===== src/logic/spim_pkg.sv =====
package spim_pkg;

  // ------------------------------
  // Bus modes, direction, states
  // ------------------------------
  typedef enum logic [1:0] {
    MODE_SINGLE = 2'd0,  // Line 0 out, line 1 in
    MODE_DUAL   = 2'd1,  // Lines 1..0
    MODE_QUAD   = 2'd2   // Lines 3..0
  } spim_mode_e;

  typedef enum logic {
    DIR_WRITE = 1'b0,  // Drive the data lanes
    DIR_READ  = 1'b1   // Release the input lanes
  } spim_dir_e;

  typedef enum logic [1:0] {
    TX_IDLE  = 2'd0,
    TX_SETUP = 2'd1,  // CS low, first bits on the lines
    TX_SHIFT = 2'd2,  // sclk running
    TX_END   = 2'd3   // Wait one edge before CS release
  } spim_tx_state_e;

  typedef struct packed {
    spim_mode_e  mode;
    spim_dir_e   dir;
    logic [5:0]  len;     // Bit count, 0 reads as 32
    logic [31:0] txdata;
  } spim_cmd_t;

  typedef struct packed {
    logic busy;
    logic done;  // Sticky until the next command
  } spim_status_t;

  // Register map, byte offsets
  localparam logic [7:0] REG_CTRL   = 8'h00;
  localparam logic [7:0] REG_TXDATA = 8'h04;
  localparam logic [7:0] REG_CMD    = 8'h08;
  localparam logic [7:0] REG_STATUS = 8'h0C;
  localparam logic [7:0] REG_RXDATA = 8'h10;

  localparam logic [1:0] RESP_OKAY   = 2'b00;
  localparam logic [1:0] RESP_SLVERR = 2'b10;

  localparam int DIV_W = 8;  // Half period is div + 1 clk cycles

  // Effective bit count, 1 to 32
  function automatic logic [5:0] spim_len(logic [5:0] len);
    return (len == 6'd0 || len > 6'd32) ? 6'd32 : len;
  endfunction

  // Rising sclk edges for one word, rounded up per lane count
  function automatic logic [5:0] spim_edges(spim_mode_e mode, logic [5:0] len);
    logic [5:0] n;
    n = spim_len(len);
    case (mode)
      MODE_QUAD: return (n + 6'd3) >> 2;
      MODE_DUAL: return (n + 6'd1) >> 1;
      default:   return n;
    endcase
  endfunction

endpackage

===== src/logic/spim_top.sv =====
`timescale 1ns/1ps

module spim_top (
  input  logic        clk,
  input  logic        rstn,
  // AXI4-Lite slave
  input  logic [7:0]  s_awaddr_i,
  input  logic        s_awvalid_i,
  output logic        s_awready_o,
  input  logic [31:0] s_wdata_i,
  input  logic        s_wvalid_i,
  output logic        s_wready_o,
  output logic [1:0]  s_bresp_o,
  output logic        s_bvalid_o,
  input  logic        s_bready_i,
  input  logic [7:0]  s_araddr_i,
  input  logic        s_arvalid_i,
  output logic        s_arready_o,
  output logic [31:0] s_rdata_o,
  output logic [1:0]  s_rresp_o,
  output logic        s_rvalid_o,
  input  logic        s_rready_i,
  // Serial side, pads outside
  output logic        sclk_o,
  output logic        csn_o,
  output logic [3:0]  sdo_o,
  output logic [3:0]  sdo_oe_o,  // One enable per data line
  input  logic [3:0]  sdi_i
);
  import spim_pkg::*;

  spim_cmd_t        cmd;
  logic             cmd_start;
  logic [DIV_W-1:0] div;
  logic             busy;
  logic             xfer_done;
  logic             clk_en;
  logic             tx_edge;
  logic             rx_edge;
  logic [31:0]      rx_word;

  // ------------------------------
  // Register block
  // ------------------------------
  spim_regs u_regs (
    .clk         (clk),
    .rstn        (rstn),
    .s_awaddr_i  (s_awaddr_i),
    .s_awvalid_i (s_awvalid_i),
    .s_awready_o (s_awready_o),
    .s_wdata_i   (s_wdata_i),
    .s_wvalid_i  (s_wvalid_i),
    .s_wready_o  (s_wready_o),
    .s_bresp_o   (s_bresp_o),
    .s_bvalid_o  (s_bvalid_o),
    .s_bready_i  (s_bready_i),
    .s_araddr_i  (s_araddr_i),
    .s_arvalid_i (s_arvalid_i),
    .s_arready_o (s_arready_o),
    .s_rdata_o   (s_rdata_o),
    .s_rresp_o   (s_rresp_o),
    .s_rvalid_o  (s_rvalid_o),
    .s_rready_i  (s_rready_i),
    .cmd_o       (cmd),
    .cmd_start_o (cmd_start),
    .div_o       (div),
    .busy_i      (busy),
    .xfer_done_i (xfer_done),
    .rx_word_i   (rx_word)
  );

  // ------------------------------
  // Serial engine
  // ------------------------------
  spim_clkgen u_clkgen (
    .clk       (clk),
    .rstn      (rstn),
    .clk_en_i  (clk_en),
    .div_i     (div),
    .sclk_o    (sclk_o),
    .tx_edge_o (tx_edge),
    .rx_edge_o (rx_edge)
  );

  spim_tx u_tx (
    .clk         (clk),
    .rstn        (rstn),
    .cmd_i       (cmd),
    .cmd_start_i (cmd_start),
    .tx_edge_i   (tx_edge),
    .busy_o      (busy),
    .xfer_done_o (xfer_done),
    .clk_en_o    (clk_en),
    .csn_o       (csn_o),
    .sdo_o       (sdo_o),
    .sdo_oe_o    (sdo_oe_o)
  );

  spim_rx u_rx (
    .clk         (clk),
    .rstn        (rstn),
    .cmd_i       (cmd),
    .cmd_start_i (cmd_start),
    .busy_i      (busy),
    .rx_edge_i   (rx_edge),
    .sdi_i       (sdi_i),
    .rx_word_o   (rx_word)
  );

endmodule


===== src/logic/spim_rx.sv =====
`timescale 1ns/1ps

module spim_rx (
  input  logic                clk,
  input  logic                rstn,
  input  spim_pkg::spim_cmd_t cmd_i,
  input  logic                cmd_start_i,
  input  logic                busy_i,
  input  logic                rx_edge_i,  // Rising sclk strobe
  input  logic [3:0]          sdi_i,
  output logic [31:0]         rx_word_o   // Right-aligned result
);
  import spim_pkg::*;

  spim_mode_e  mode_q;      // Lanes sampled per edge
  logic [5:0]  len_q;       // Effective length, 1 to 32
  logic [31:0] shift_q;
  logic [31:0] shift_next;
  logic [31:0] len_mask;

  // ------------------------------
  // Lane selection per mode
  // ------------------------------
  always_comb begin
    case (mode_q)
      MODE_QUAD: shift_next = {shift_q[27:0], sdi_i[3:0]};  // Line 3 is the MSB
      MODE_DUAL: shift_next = {shift_q[29:0], sdi_i[1:0]};
      default:   shift_next = {shift_q[30:0], sdi_i[1]};    // MISO on line 1
    endcase
  end

  always_ff @(posedge clk or negedge rstn) begin
    if (!rstn) begin
      mode_q  <= MODE_SINGLE;
      len_q   <= 6'd32;
      shift_q <= '0;
    end else if (cmd_start_i) begin
      // Fresh word, old result dropped
      mode_q  <= cmd_i.mode;
      len_q   <= spim_len(cmd_i.len);
      shift_q <= '0;
    end else if (busy_i && rx_edge_i) begin
      shift_q <= shift_next;
    end
  end

  // Extra bits of a rounded-up last edge fall off the top
  assign len_mask  = (len_q == 6'd32) ? '1 : ((32'd1 << len_q) - 32'd1);
  assign rx_word_o = shift_q & len_mask;

endmodule


===== src/logic/spim_tx.sv =====
`timescale 1ns/1ps

module spim_tx (
  input  logic                clk,
  input  logic                rstn,
  input  spim_pkg::spim_cmd_t cmd_i,
  input  logic                cmd_start_i,
  input  logic                tx_edge_i,    // Falling sclk strobe
  output logic                busy_o,
  output logic                xfer_done_o,  // Pulses with CS release
  output logic                clk_en_o,     // Lets sclk run
  output logic                csn_o,
  output logic [3:0]          sdo_o,
  output logic [3:0]          sdo_oe_o
);
  import spim_pkg::*;

  spim_tx_state_e state_q;
  spim_mode_e     mode_q;       // Lane count for this word
  spim_dir_e      dir_q;
  logic [5:0]     edge_cnt_q;   // Falling edges seen in TX_SHIFT
  logic [5:0]     edge_trgt_q;  // Edges for the whole word, scaled by mode
  logic [31:0]    shift_q;      // MSB is the next bit out
  logic [31:0]    shift_next;
  logic           last_edge;

  // ------------------------------
  // Line levels and enables
  // ------------------------------
  function automatic logic [3:0] line_levels(spim_mode_e mode, spim_dir_e dir,
                                             logic [31:0] word);
    logic [3:0] lv;
    lv = 4'b1100;  // Idle, WP and HOLD high
    if (dir == DIR_WRITE) begin
      case (mode)
        MODE_QUAD: lv = word[31:28];            // Line 3 carries the MSB
        MODE_DUAL: lv = {2'b11, word[31:30]};
        default:   lv = {3'b110, word[31]};     // Line 1 unused on output
      endcase
    end
    return lv;
  endfunction

  function automatic logic [3:0] line_oe(spim_mode_e mode, spim_dir_e dir);
    logic [3:0] oe;
    if (mode == MODE_SINGLE) begin
      oe = 4'b1101;  // Line 1 is MISO
    end else if (dir == DIR_READ) begin
      oe = 4'b0000;  // Lanes turned around for input
    end else begin
      oe = 4'b1111;
    end
    return oe;
  endfunction

  // Word after one shift step
  always_comb begin
    case (mode_q)
      MODE_QUAD: shift_next = {shift_q[27:0], 4'b0000};
      MODE_DUAL: shift_next = {shift_q[29:0], 2'b00};
      default:   shift_next = {shift_q[30:0], 1'b0};
    endcase
  end

  assign last_edge = (edge_cnt_q == edge_trgt_q - 6'd1);
  assign busy_o    = (state_q != TX_IDLE);
  assign clk_en_o  = (state_q == TX_SHIFT);

  always_ff @(posedge clk) begin
    if (state_q == TX_IDLE && cmd_start_i) begin
      shift_q <= cmd_i.txdata;
    end else if (state_q == TX_SHIFT && tx_edge_i && !last_edge) begin
      shift_q <= shift_next;
    end
  end

  // ------------------------------
  // Transfer FSM
  // ------------------------------
  always_ff @(posedge clk or negedge rstn) begin
    if (!rstn) begin
      state_q     <= TX_IDLE;
      mode_q      <= MODE_SINGLE;
      dir_q       <= DIR_WRITE;
      edge_cnt_q  <= '0;
      edge_trgt_q <= '0;
      csn_o       <= 1'b1;
      sdo_o       <= 4'b1100;
      sdo_oe_o    <= 4'b0000;
      xfer_done_o <= 1'b0;
    end else begin
      xfer_done_o <= 1'b0;
      case (state_q)
        TX_IDLE: if (cmd_start_i) begin
          mode_q      <= cmd_i.mode;
          dir_q       <= cmd_i.dir;
          edge_trgt_q <= spim_edges(cmd_i.mode, cmd_i.len);
          edge_cnt_q  <= '0;
          csn_o       <= 1'b0;
          sdo_o       <= line_levels(cmd_i.mode, cmd_i.dir, cmd_i.txdata);  // First bits
          sdo_oe_o    <= line_oe(cmd_i.mode, cmd_i.dir);
          state_q     <= TX_SETUP;
        end
        TX_SETUP: if (tx_edge_i) state_q <= TX_SHIFT;  // Phase aligned, sclk may start
        TX_SHIFT: if (tx_edge_i) begin
          if (last_edge) begin
            state_q <= TX_END;  // Last rising edge already past
          end else begin
            edge_cnt_q <= edge_cnt_q + 6'd1;
            sdo_o      <= line_levels(mode_q, dir_q, shift_next);
          end
        end
        TX_END: if (tx_edge_i) begin
          csn_o       <= 1'b1;
          sdo_o       <= 4'b1100;
          sdo_oe_o    <= 4'b0000;
          xfer_done_o <= 1'b1;
          state_q     <= TX_IDLE;
        end
        default: state_q <= TX_IDLE;
      endcase
    end
  end

endmodule


===== src/logic/spim_clkgen.sv =====
`timescale 1ns/1ps

module spim_clkgen (
  input  logic                       clk,
  input  logic                       rstn,
  input  logic                       clk_en_i,   // High through TX_SHIFT
  input  logic [spim_pkg::DIV_W-1:0] div_i,      // Half period minus one
  output logic                       sclk_o,
  output logic                       tx_edge_o,  // sclk falls on this clk edge
  output logic                       rx_edge_o   // sclk rises on this clk edge
);
  import spim_pkg::*;

  logic [DIV_W-1:0] cnt_q;    // Down-counter to the next half-period tick
  logic             phase_q;  // Half-period phase, runs between transfers too
  logic             en_q;     // Enable one cycle back
  logic             tick;

  assign tick      = (cnt_q == '0);
  assign tx_edge_o = tick & phase_q;              // Keeps pulsing while idle
  assign rx_edge_o = tick & ~phase_q & clk_en_i;  // Only with sclk running

  always_ff @(posedge clk or negedge rstn) begin
    if (!rstn) begin
      cnt_q   <= '0;
      phase_q <= 1'b0;
      en_q    <= 1'b0;
      sclk_o  <= 1'b0;
    end else begin
      en_q <= clk_en_i;
      if (en_q && !clk_en_i) begin  // Enable dropped, restart the phase
        cnt_q   <= '0;
        phase_q <= 1'b0;
      end else if (tick) begin
        cnt_q   <= div_i;
        phase_q <= ~phase_q;
      end else begin
        cnt_q <= cnt_q - 1'b1;
      end
      // sclk follows the phase only while enabled
      if (!clk_en_i) begin
        sclk_o <= 1'b0;
      end else if (tick) begin
        sclk_o <= ~phase_q;
      end
    end
  end

endmodule


===== src/logic/spim_regs.sv =====
`timescale 1ns/1ps

module spim_regs (
  input  logic                       clk,
  input  logic                       rstn,
  // AXI4-Lite write side
  input  logic [7:0]                 s_awaddr_i,
  input  logic                       s_awvalid_i,
  output logic                       s_awready_o,
  input  logic [31:0]                s_wdata_i,
  input  logic                       s_wvalid_i,
  output logic                       s_wready_o,
  output logic [1:0]                 s_bresp_o,
  output logic                       s_bvalid_o,
  input  logic                       s_bready_i,
  // AXI4-Lite read side
  input  logic [7:0]                 s_araddr_i,
  input  logic                       s_arvalid_i,
  output logic                       s_arready_o,
  output logic [31:0]                s_rdata_o,
  output logic [1:0]                 s_rresp_o,
  output logic                       s_rvalid_o,
  input  logic                       s_rready_i,
  // Core side
  output spim_pkg::spim_cmd_t        cmd_o,
  output logic                       cmd_start_o,  // One cycle per accepted CMD
  output logic [spim_pkg::DIV_W-1:0] div_o,
  input  logic                       busy_i,
  input  logic                       xfer_done_i,
  input  logic [31:0]                rx_word_i
);
  import spim_pkg::*;

  logic         aw_held_q;  // Address taken, data still missing
  logic [7:0]   awaddr_q;
  logic         w_held_q;   // Data taken, address still missing
  logic [31:0]  wdata_q;
  logic         aw_ok;
  logic         w_ok;
  logic         wr_go;      // Both halves present this cycle
  logic [7:0]   wr_addr;
  logic [31:0]  wr_data;
  logic [1:0]   wr_resp;
  spim_mode_e   wr_mode;
  logic [31:0]  txdata_q;
  logic         done_q;
  spim_status_t status;
  logic [31:0]  rd_data;
  logic [1:0]   rd_resp;

  // Start pulse counts as busy, tx sees it one cycle later
  // Done pulse too, the sticky flag only lands a cycle after it
  assign status.busy = busy_i | cmd_start_o | xfer_done_i;
  assign status.done = done_q;

  assign aw_ok   = aw_held_q | (s_awvalid_i & s_awready_o);
  assign w_ok    = w_held_q | (s_wvalid_i & s_wready_o);
  assign wr_go   = aw_ok & w_ok;
  assign wr_addr = aw_held_q ? awaddr_q : s_awaddr_i;
  assign wr_data = w_held_q ? wdata_q : s_wdata_i;
  // CMD layout: [1:0] mode, [4] dir, [13:8] len; mode 3 falls back to single
  assign wr_mode = (wr_data[1:0] == 2'b11) ? MODE_SINGLE : spim_mode_e'(wr_data[1:0]);

  // ------------------------------
  // Write channel
  // ------------------------------
  always_comb begin
    case (wr_addr)
      REG_CTRL, REG_TXDATA, REG_STATUS, REG_RXDATA: wr_resp = RESP_OKAY;
      REG_CMD: wr_resp = status.busy ? RESP_SLVERR : RESP_OKAY;  // No restart mid-word
      default: wr_resp = RESP_SLVERR;
    endcase
  end

  always_ff @(posedge clk) begin
    if (s_awvalid_i && s_awready_o) awaddr_q <= s_awaddr_i;
    if (s_wvalid_i && s_wready_o) wdata_q <= s_wdata_i;
  end

  always_ff @(posedge clk or negedge rstn) begin
    if (!rstn) begin
      s_awready_o <= 1'b0;
      s_wready_o  <= 1'b0;
      aw_held_q   <= 1'b0;
      w_held_q    <= 1'b0;
      s_bvalid_o  <= 1'b0;
      s_bresp_o   <= RESP_OKAY;
    end else begin
      s_awready_o <= s_awvalid_i & ~s_awready_o & ~aw_ok & ~s_bvalid_o;
      s_wready_o  <= s_wvalid_i & ~s_wready_o & ~w_ok & ~s_bvalid_o;
      aw_held_q   <= aw_ok & ~wr_go;
      w_held_q    <= w_ok & ~wr_go;
      if (wr_go) begin
        s_bvalid_o <= 1'b1;
        s_bresp_o  <= wr_resp;
      end else if (s_bready_i) begin
        s_bvalid_o <= 1'b0;
      end
    end
  end

  // Register file and command issue
  always_ff @(posedge clk or negedge rstn) begin
    if (!rstn) begin
      div_o       <= '0;
      txdata_q    <= '0;
      cmd_o       <= '0;
      cmd_start_o <= 1'b0;
      done_q      <= 1'b0;
    end else begin
      cmd_start_o <= 1'b0;
      if (xfer_done_i) done_q <= 1'b1;
      if (wr_go && wr_resp == RESP_OKAY) begin
        case (wr_addr)
          REG_CTRL:   div_o <= wr_data[DIV_W-1:0];
          REG_TXDATA: txdata_q <= wr_data;
          REG_CMD: begin
            cmd_o.mode   <= wr_mode;
            cmd_o.dir    <= spim_dir_e'(wr_data[4]);
            cmd_o.len    <= wr_data[13:8];
            cmd_o.txdata <= txdata_q;
            cmd_start_o  <= 1'b1;
            done_q       <= 1'b0;  // New word, done clears
          end
          default: ;               // Read-only registers ignore writes
        endcase
      end
    end
  end

  // ------------------------------
  // Read channel
  // ------------------------------
  always_comb begin
    rd_resp = RESP_OKAY;
    case (s_araddr_i)
      REG_CTRL:   rd_data = {{(32-DIV_W){1'b0}}, div_o};
      REG_TXDATA: rd_data = txdata_q;
      REG_CMD:    rd_data = {18'd0, cmd_o.len, 3'd0, cmd_o.dir, 2'd0, cmd_o.mode};
      REG_STATUS: rd_data = {30'd0, status};
      REG_RXDATA: rd_data = rx_word_i;
      default: begin
        rd_data = '0;
        rd_resp = RESP_SLVERR;
      end
    endcase
  end

  always_ff @(posedge clk or negedge rstn) begin
    if (!rstn) begin
      s_arready_o <= 1'b0;
      s_rvalid_o  <= 1'b0;
      s_rdata_o   <= '0;
      s_rresp_o   <= RESP_OKAY;
    end else begin
      s_arready_o <= s_arvalid_i & ~s_arready_o & ~s_rvalid_o;
      if (s_arvalid_i && s_arready_o) begin
        s_rvalid_o <= 1'b1;
        s_rdata_o  <= rd_data;
        s_rresp_o  <= rd_resp;
      end else if (s_rready_i) begin
        s_rvalid_o <= 1'b0;
      end
    end
  end

endmodule


===== config.mk =====
export PLATFORM = sky130hd
export DESIGN_NAME = spim_top
export DESIGN_NICKNAME = d
export VERILOG_FILES = /design/src/logic/spim_pkg.sv /design/src/logic/spim_top.sv /design/src/logic/spim_rx.sv /design/src/logic/spim_tx.sv /design/src/logic/spim_clkgen.sv /design/src/logic/spim_regs.sv
export SDC_FILE = /design/constraint.sdc
export NUM_CORES = 1
export LEC_CHECK = 0
export BUFFER_PORTS_ARGS = -buffer_cell sky130_fd_sc_hd__buf_2
export CELL_PAD_IN_SITES_DETAIL_PLACEMENT = 1
export CELL_PAD_IN_SITES_GLOBAL_PLACEMENT = 1
export CORE_MARGIN = 5
export CORE_UTILIZATION = 52
export CTS_BUF_LIST = sky130_fd_sc_hd__clkbuf_4 sky130_fd_sc_hd__clkbuf_8
export DETAILED_ROUTE_END_ITERATION = 16
export PLACE_DENSITY_LB_ADDON = 0.1
export SLEW_MARGIN = 10
export SYNTH_ARGS = -nofsm -noshare
export SYNTH_HDL_FRONTEND = slang
export SYNTH_SLANG_ARGS = --single-unit

===== constraint.sdc =====
create_clock -name clk -period 7.5 [get_ports clk]
set_clock_uncertainty 0.05 [all_clocks]
set_input_delay 1.125 -clock clk [delete_from_list [all_inputs] [get_ports clk]]
set_output_delay 1.125 -clock clk [all_outputs]
set_load 0.05 [all_outputs]

==> impl_metrics.toml, run 1 <==
[detailed_routing]
wire_per_inst_um = 23.44
vias_per_cell = 6.269
drtIter0Drc = 847
ant_nets = 0
routed_wirelength_mm = 43.84
drc = 0
drtPass1Iterations = 6
num_vias = 11720

[synth]
ys_async_sr_fraction_pct = 73.80
synthAdderAreaFrac_pct = 1.633
avgSynthCellArea_um2 = 9.642
synth_top_family_by_area = "compound AO/OA/AOI/OAI gates"
synth-xor-area-share_pct = 1.207
ys_seq_area_share_pct = 51.80
synth-edff-count = 71
synth_cell_types = 75
synth-simple-area-share_pct = 14.80
syn_inst = 1430
yosys_warnings = 0
muxShareOfSynthArea_pct = 6.715
synth-compound-area-share_pct = 19.62
synth_area_um2 = 13790
synth_ff_type = "dfrtp_1"
ys_seq_elements = 271

[sta]
relSlewSlack_pct = 15.61
worstMarginPinSlew_ns = 1.266
drv_slew = 0
rsz0062_at_grt = "no"
timing.setup.tns_ns = 0
setup_violations = 0
fin_crit_sh_pct = 47.97
fin_crit_ns = 3.598
fmax_ghz = 0.2779
hold_viol = 0

[power_and_ir_drop]
pwr-share-clk_pct = 37.7
power.internal_mw = 2.800
pwr-share-comb_pct = 19.3
p_leak_nw = 6.582
p_sw_share_pct = 31.25
p_per_area_nw_per_um2 = 261.7
peakVddDrop_v = 0.0002816
power.switching_mw = 1.273
p_seq_share_pct = 43.0

[cells_and_area]
nNetsFinal = 1575
fillers = 2930
drive_above_1_share_pct = 18.57
area_delta_synth_final_pct = 12.85
final_cells = 1870
diodes = 0
final_util_pct = 59.71

[grt]
grt_pass1_vias = 12390
overflow = 0
grtUsageTotal_pct = 28.38
grt_start_max_net_pins = 83
antenna_found_initial = 0
grt_pass1_wl_mm = 69.48

[critical_path]
startpoint_type = "flop"
worst_path_largest_cell_delay_ns = 0.68
crit_arrival_ns = 3.98
crit_slowest_cell = "or4_1"
critPathMaxFanout = 21
cp-end-kind = "flop"
crit_type = "reg2reg"
crit_path_cell_trace = "or4_1, or3_1, ha_1, inv_1, a31oi_1, o21ai_0, o311ai_0, a31oi_1, o21ai_0"
cp.required_ns = 7.88

[die]
rows = 59
io_pins = 110
core_area_um2 = 26060
die_y_um = 172.8
initial_core_util_pct = 52.91
die_w_um = 172.8
dieArea_um2 = 29870

[cts]
htreeDepth = 2
clkTransAtPathRegs_ns = 0.06
clock_sinks = 271
cts_made_buffers = 47
cts_resized = 0
max-clock-path-buffers = 3
clk_latency_ns = 0.57
cts_root_buf = "clkbuf_8"
postCtsSetupRepairBufs = 0
hold_buffers = 0
cts_tree = "built"

[placed_design]
globalplace.congestion = 0.9419
dp.cells = 1784
hpwl_mm = 29.81
io_buffers = 107

[job]
maxCapViolCount = 0

[worst_hold_path]
worst_hold_path_type = "reg2reg"

[status]
status = "completed"
==> path summary, 6_finish.rpt <==
check	depth (start not counted)	startpoint	slack [ns]	to
max	9	u_rx.len_q[4]	3.90	u_regs.s_rdata_o[8]
min	1	u_regs.s_rvalid_o	0.42	u_regs.s_arready_o
max reg2reg	9	u_rx.len_q[4]	3.90	u_regs.s_rdata_o[8]
min reg2reg	1	u_regs.s_rvalid_o	0.42	u_regs.s_arready_o
max in group asynchronous	2	rstn	5.38	u_regs.w_held_q
min in group asynchronous	1	rstn	0.54	u_clkgen.cnt_q[7]
==> layout make-up <==
cell class                 instances  area, um2  area share (%)
clock inverter                    12      148.9          0.9569
multi-input combinational       1015       6085           39.10
inverter                          35      131.4          0.8443
tap                              335      419.2           2.694
timing repair buffer             128      701.9           4.511
clock buffer                      74      930.9           5.983
sequential                       271       7143           45.91
==> placed cells by master (no fill, tap or decap), drive strengths merged, types with 6 or more instances in the layout <==
cell,instances
a31oi,10
dfrtp,196
buf,127
o21ai,141
nand2,235
a32oi,16
xor2,10
a32o,6
nand3,28
nor3,21
ha,18
mux2i,37
clkbuf,75
nand2b,7
a21o,8
xnor2,9
o211ai,12
and2,9
nor3b,7
mux2,48
clkinv,6
edfxtp,71
or3,10
a211oi,16
nor2b,11
a22oi,44
a21oi,106
a221oi,30
nor2,113
inv,38
==> flip-flops by register name, summed over array words and instances (netlist names), 4 cells and up <==
register and cells:
u_tx.edge_trgt_q 6, u_tx.sdo_o 4, u_regs.txdata_q 32, u_rx.shift_q 32, u_regs.wdata_q 32, u_rx.len_q 6
u_regs.cmd_o 41, u_clkgen.cnt_q 8, u_tx.edge_cnt_q 6, u_regs.s_rdata_o 32, u_regs.awaddr_q 8, u_tx.shift_q 31
u_regs.div_o 8
==> critical path, delay by kind of cell (launching register included) <==
kind / cells / cell delay (ns)
buffers and inverters: 1 / 0.29
AOI/OAI and AO/OA: 5 / 1.01
and+or+nand+nor: 2 / 1.02
adders and majority gates: 1 / 0.46
DFF: 1 / 0.62
==> kinds of logic after synthesis <==
kind of cell / after synthesis
buffers and inverters: 145
AO/OA/AOI/OAI: 425
other: 1
XOR/XNOR: 19
flip-flops: 271
multiplexers: 85
AND/OR/NAND/NOR: 466
adder cells (fa/ha/maj): 18
==> routing by layer <==
layer  track usage [%]  routed length [um]
met2             48.31               21510
met5                 0                   0
met1             36.34               18170
met4             9.826                1546
met3             5.742                2608
==> cells in the mapped netlist (all sizes together), types with 16 or more instances <==
| cell type | n | area, um2 |
|---|---|---|
| a211oi | 16 | 120.1 |
| a21oi | 106 | 549.3 |
| a221oi | 30 | 262.8 |
| a22oi | 44 | 330.3 |
| a32oi | 16 | 147.7 |
| buf | 25 | 128.9 |
| clkbuf | 85 | 319.1 |
| dfrtp | 196 | 4905 |
| edfxtp | 71 | 2132 |
| ha | 18 | 225.2 |
| inv | 35 | 131.4 |
| mux2 | 48 | 555.5 |
| mux2i | 37 | 370.4 |
| nand2 | 235 | 882.1 |
| nand3 | 28 | 140.1 |
| nor2 | 113 | 424.2 |
| nor3 | 21 | 116.4 |
| o21ai | 141 | 716.9 |
==> through the flow <==
stage / power, mW / hold WS, ns / worst slack [ns] / cell area (um2)
floorplan: 2.298 / 0.3980 / 4.343 / 13790
detailed placement: 2.552 / 0.4178 / 3.767 / 14480
global route: 4.255 / 0.4532 / 3.640 / 15560
finish: 4.073 / 0.4197 / 3.902 / 15560
global placement: 2.517 / 0.4009 / 3.854 / 14480
CTS: 4.105 / 0.4232 / 3.971 / 15560
==> power groups by stage <==
stage                     clock network [mW]  logic (mW)  registers (mW)
after floorplan                            0       0.494            1.80
after global placement                     0       0.748            1.77
after detailed placement                   0       0.776            1.78
after CTS                               1.56       0.790            1.75
after global routing                    1.64       0.854            1.76
final                                   1.54       0.785            1.75
Note: power is estimated with default switching activity, not from simulation.
==> inputs of run 2 (changes only) <==
Settings changed: CORE_UTILIZATION 52 to 49.
Clock period 7.5 ns to 3.6 ns, I/O delays scaled along.
==> impl_metrics.toml, run 2 (synthesized netlist as in run 1, its figures left out) <==
[critical_path]
cp-end-kind = "flop"
crit_slowest_cell = "nor4_1"
regToRegSetupSlack_ns = 0.47
cp_top_family = "compound AO/OA/AOI/OAI gates"
r2r-start = "u_rx.len_q[0]"
crit_type = "reg2reg"
startpoint_type = "flop"
reg2regPathDepth = 9
crit_path_cell_trace = "nor4_1, nand2_1, ha_1, inv_1, a31oi_1, o21ai_0, o31ai_1, o211ai_1, a22oi_1"
cp.required_ns = 3.95
worst_path_largest_cell_delay_ns = 0.68
crit_arrival_ns = 3.48
critPathMaxFanout = 13
crit_buf_inv = 1
rr_endpoint = "u_regs.s_rdata_o[24]"

[cts]
clkTransAtPathRegs_ns = 0.06
clk_latency_ns = 0.57
max-clock-path-buffers = 3
cts_root_buf = "clkbuf_8"
cts_resized = 0
clock_sinks = 271
cts_made_buffers = 48
cts_tree = "built"
htreeDepth = 2

[power_and_ir_drop]
p_seq_share_pct = 43.8
power.switching_mw = 2.622
pwr-share-clk_pct = 36.4
p_sw_share_pct = 31.49
pwr-share-comb_pct = 19.8
p_total_mw = 8.324
peakVddDrop_v = 0.0004232
power.internal_mw = 5.703
p_leak_nw = 6.660
p_per_area_nw_per_um2 = 528.9

[grt]
grt_pass1_wl_mm = 68.63
grtUsageTotal_pct = 27.39
grt_pass1_vias = 12080
grt_start_max_net_pins = 78
antenna_found_initial = 1
overflow = 0

[sta]
rsz0062_at_grt = "no"
timing.setup.tns_ns = 0
holdWs_ns = 0.1060
hold_viol = 0
fin_crit_ns = 3.131
worstMarginPinSlew_ns = 0.8604
setup_violations = 0
fmax_ghz = 0.3194
fin_crit_sh_pct = 86.98
drv_slew = 0
relSlewSlack_pct = 42.38

[cells_and_area]
area_delta_synth_final_pct = 14.16
nNetsFinal = 1595
diodes = 0
drive_above_1_share_pct = 19.38
fillers = 3220
largest_reg_flops = 41
top_register = "u_regs.cmd_o"
final_cell_mix = "nand2_1 (235), dfrtp_1 (195), o21ai_0 (139)"
layout_commonest_cell = "nand2_1"

[job]
maxCapViolCount = 0

[placed_design]
hpwl_mm = 30.34
io_buffers = 107
globalplace.congestion = 0.9173

[die]
initial_core_util_pct = 49.63
die_w_um = 177.7
core_area_um2 = 27780
rows = 61
io_pins = 110
die_y_um = 177.7
dieArea_um2 = 31590

[worst_hold_path]
worst_hold_path_type = "in2reg"
min_to = "u_regs.wdata_q[16]"
hold_path_startpoint = "s_wdata_i[16]"
whs_path_depth = 1

[detailed_routing]
drtPass1Iterations = 5
vias_per_cell = 5.974
drtIter0Drc = 717
ant_nets = 0
drc = 0
num_vias = 11570
wire_per_inst_um = 22.16
routed_wirelength_mm = 42.89

[status]
status = "completed"
-- run 2: cell types whose count changed in the layout (fill, tap and decap cells not counted), moves of 3 or more --
cell      before  now
clkbuf_4      14   24
buf_4         21   36
buf_12         0    3
clkbuf_8      61   56
clkinv_2       6    2
clkinv_1       0    5
-- run 2: metal layers --
layer	wire length, um	vias to the layer above	GRT usage (%)
met4	1378	2	9.378
met2	20360	303	44.71
met1	19140	5847	37.76
li1	-	5334	-
met3	1994	79	3.835
met5	20	-	0
-- run 2: final cells by class --
type	instances	area, um2	share of cell area, %
clock inverters	11	86.33	0.5485
multi-input cells	1015	6085	38.66
repair buffers	147	884.6	5.620
clock buffers	79	937.1	5.954
flip-flops and latches	271	7143	45.38
inverters	35	131.4	0.8347
well taps	378	473.0	3.005
-- run 2: power groups by stage --
stage                     Sequential, mW  Combinational, mW  Clock (mW)
after floorplan                     3.76               1.03           0
final                               3.65               1.65        3.03
after CTS                           3.64               1.66        3.10
after detailed placement            3.70               1.65           0
after global routing                3.67               1.79        3.26
after global placement              3.69               1.59           0
-- run 2: worst max-delay path by stage --
stage,slack [ns],endpoint,start,depth (start not counted)
6_report,0.47,u_regs.s_rdata_o[24],u_rx.len_q[0],9
5_1_grt,0.29,u_regs.s_rdata_o[8],u_rx.len_q[0],9
4_1_cts,0.55,u_regs.s_rdata_o[24],u_rx.len_q[0],9
3_5_place_dp,0.55,u_regs.s_rdata_o[24],u_rx.len_q[0],9
3_3_place_gp,0.71,u_tx.shift_q[15],u_clkgen.cnt_q[0],9
2_1_floorplan,0.44,u_tx.shift_q[0],u_clkgen.cnt_q[0],9
-- run 2: what timing repair did --
item / CTS / global route
buffers inserted: 0 / 0
hold buffers: 1 / 0
hold endpoints to repair: 73 / 0
-- run 2: metrics by stage --
step	cell area, um2	setup WS (ns)	instances	util [%]
4_1_cts	15740	0.5540	1936	56.66
5_1_grt	15740	0.2939	1936	56.66
3_5_place_dp	14710	0.5518	1845	52.94
2_1_floorplan	13790	0.4427	1431	-
3_3_place_gp	14710	0.7142	1845	52.94
6_report	15740	0.4687	1936	56.66
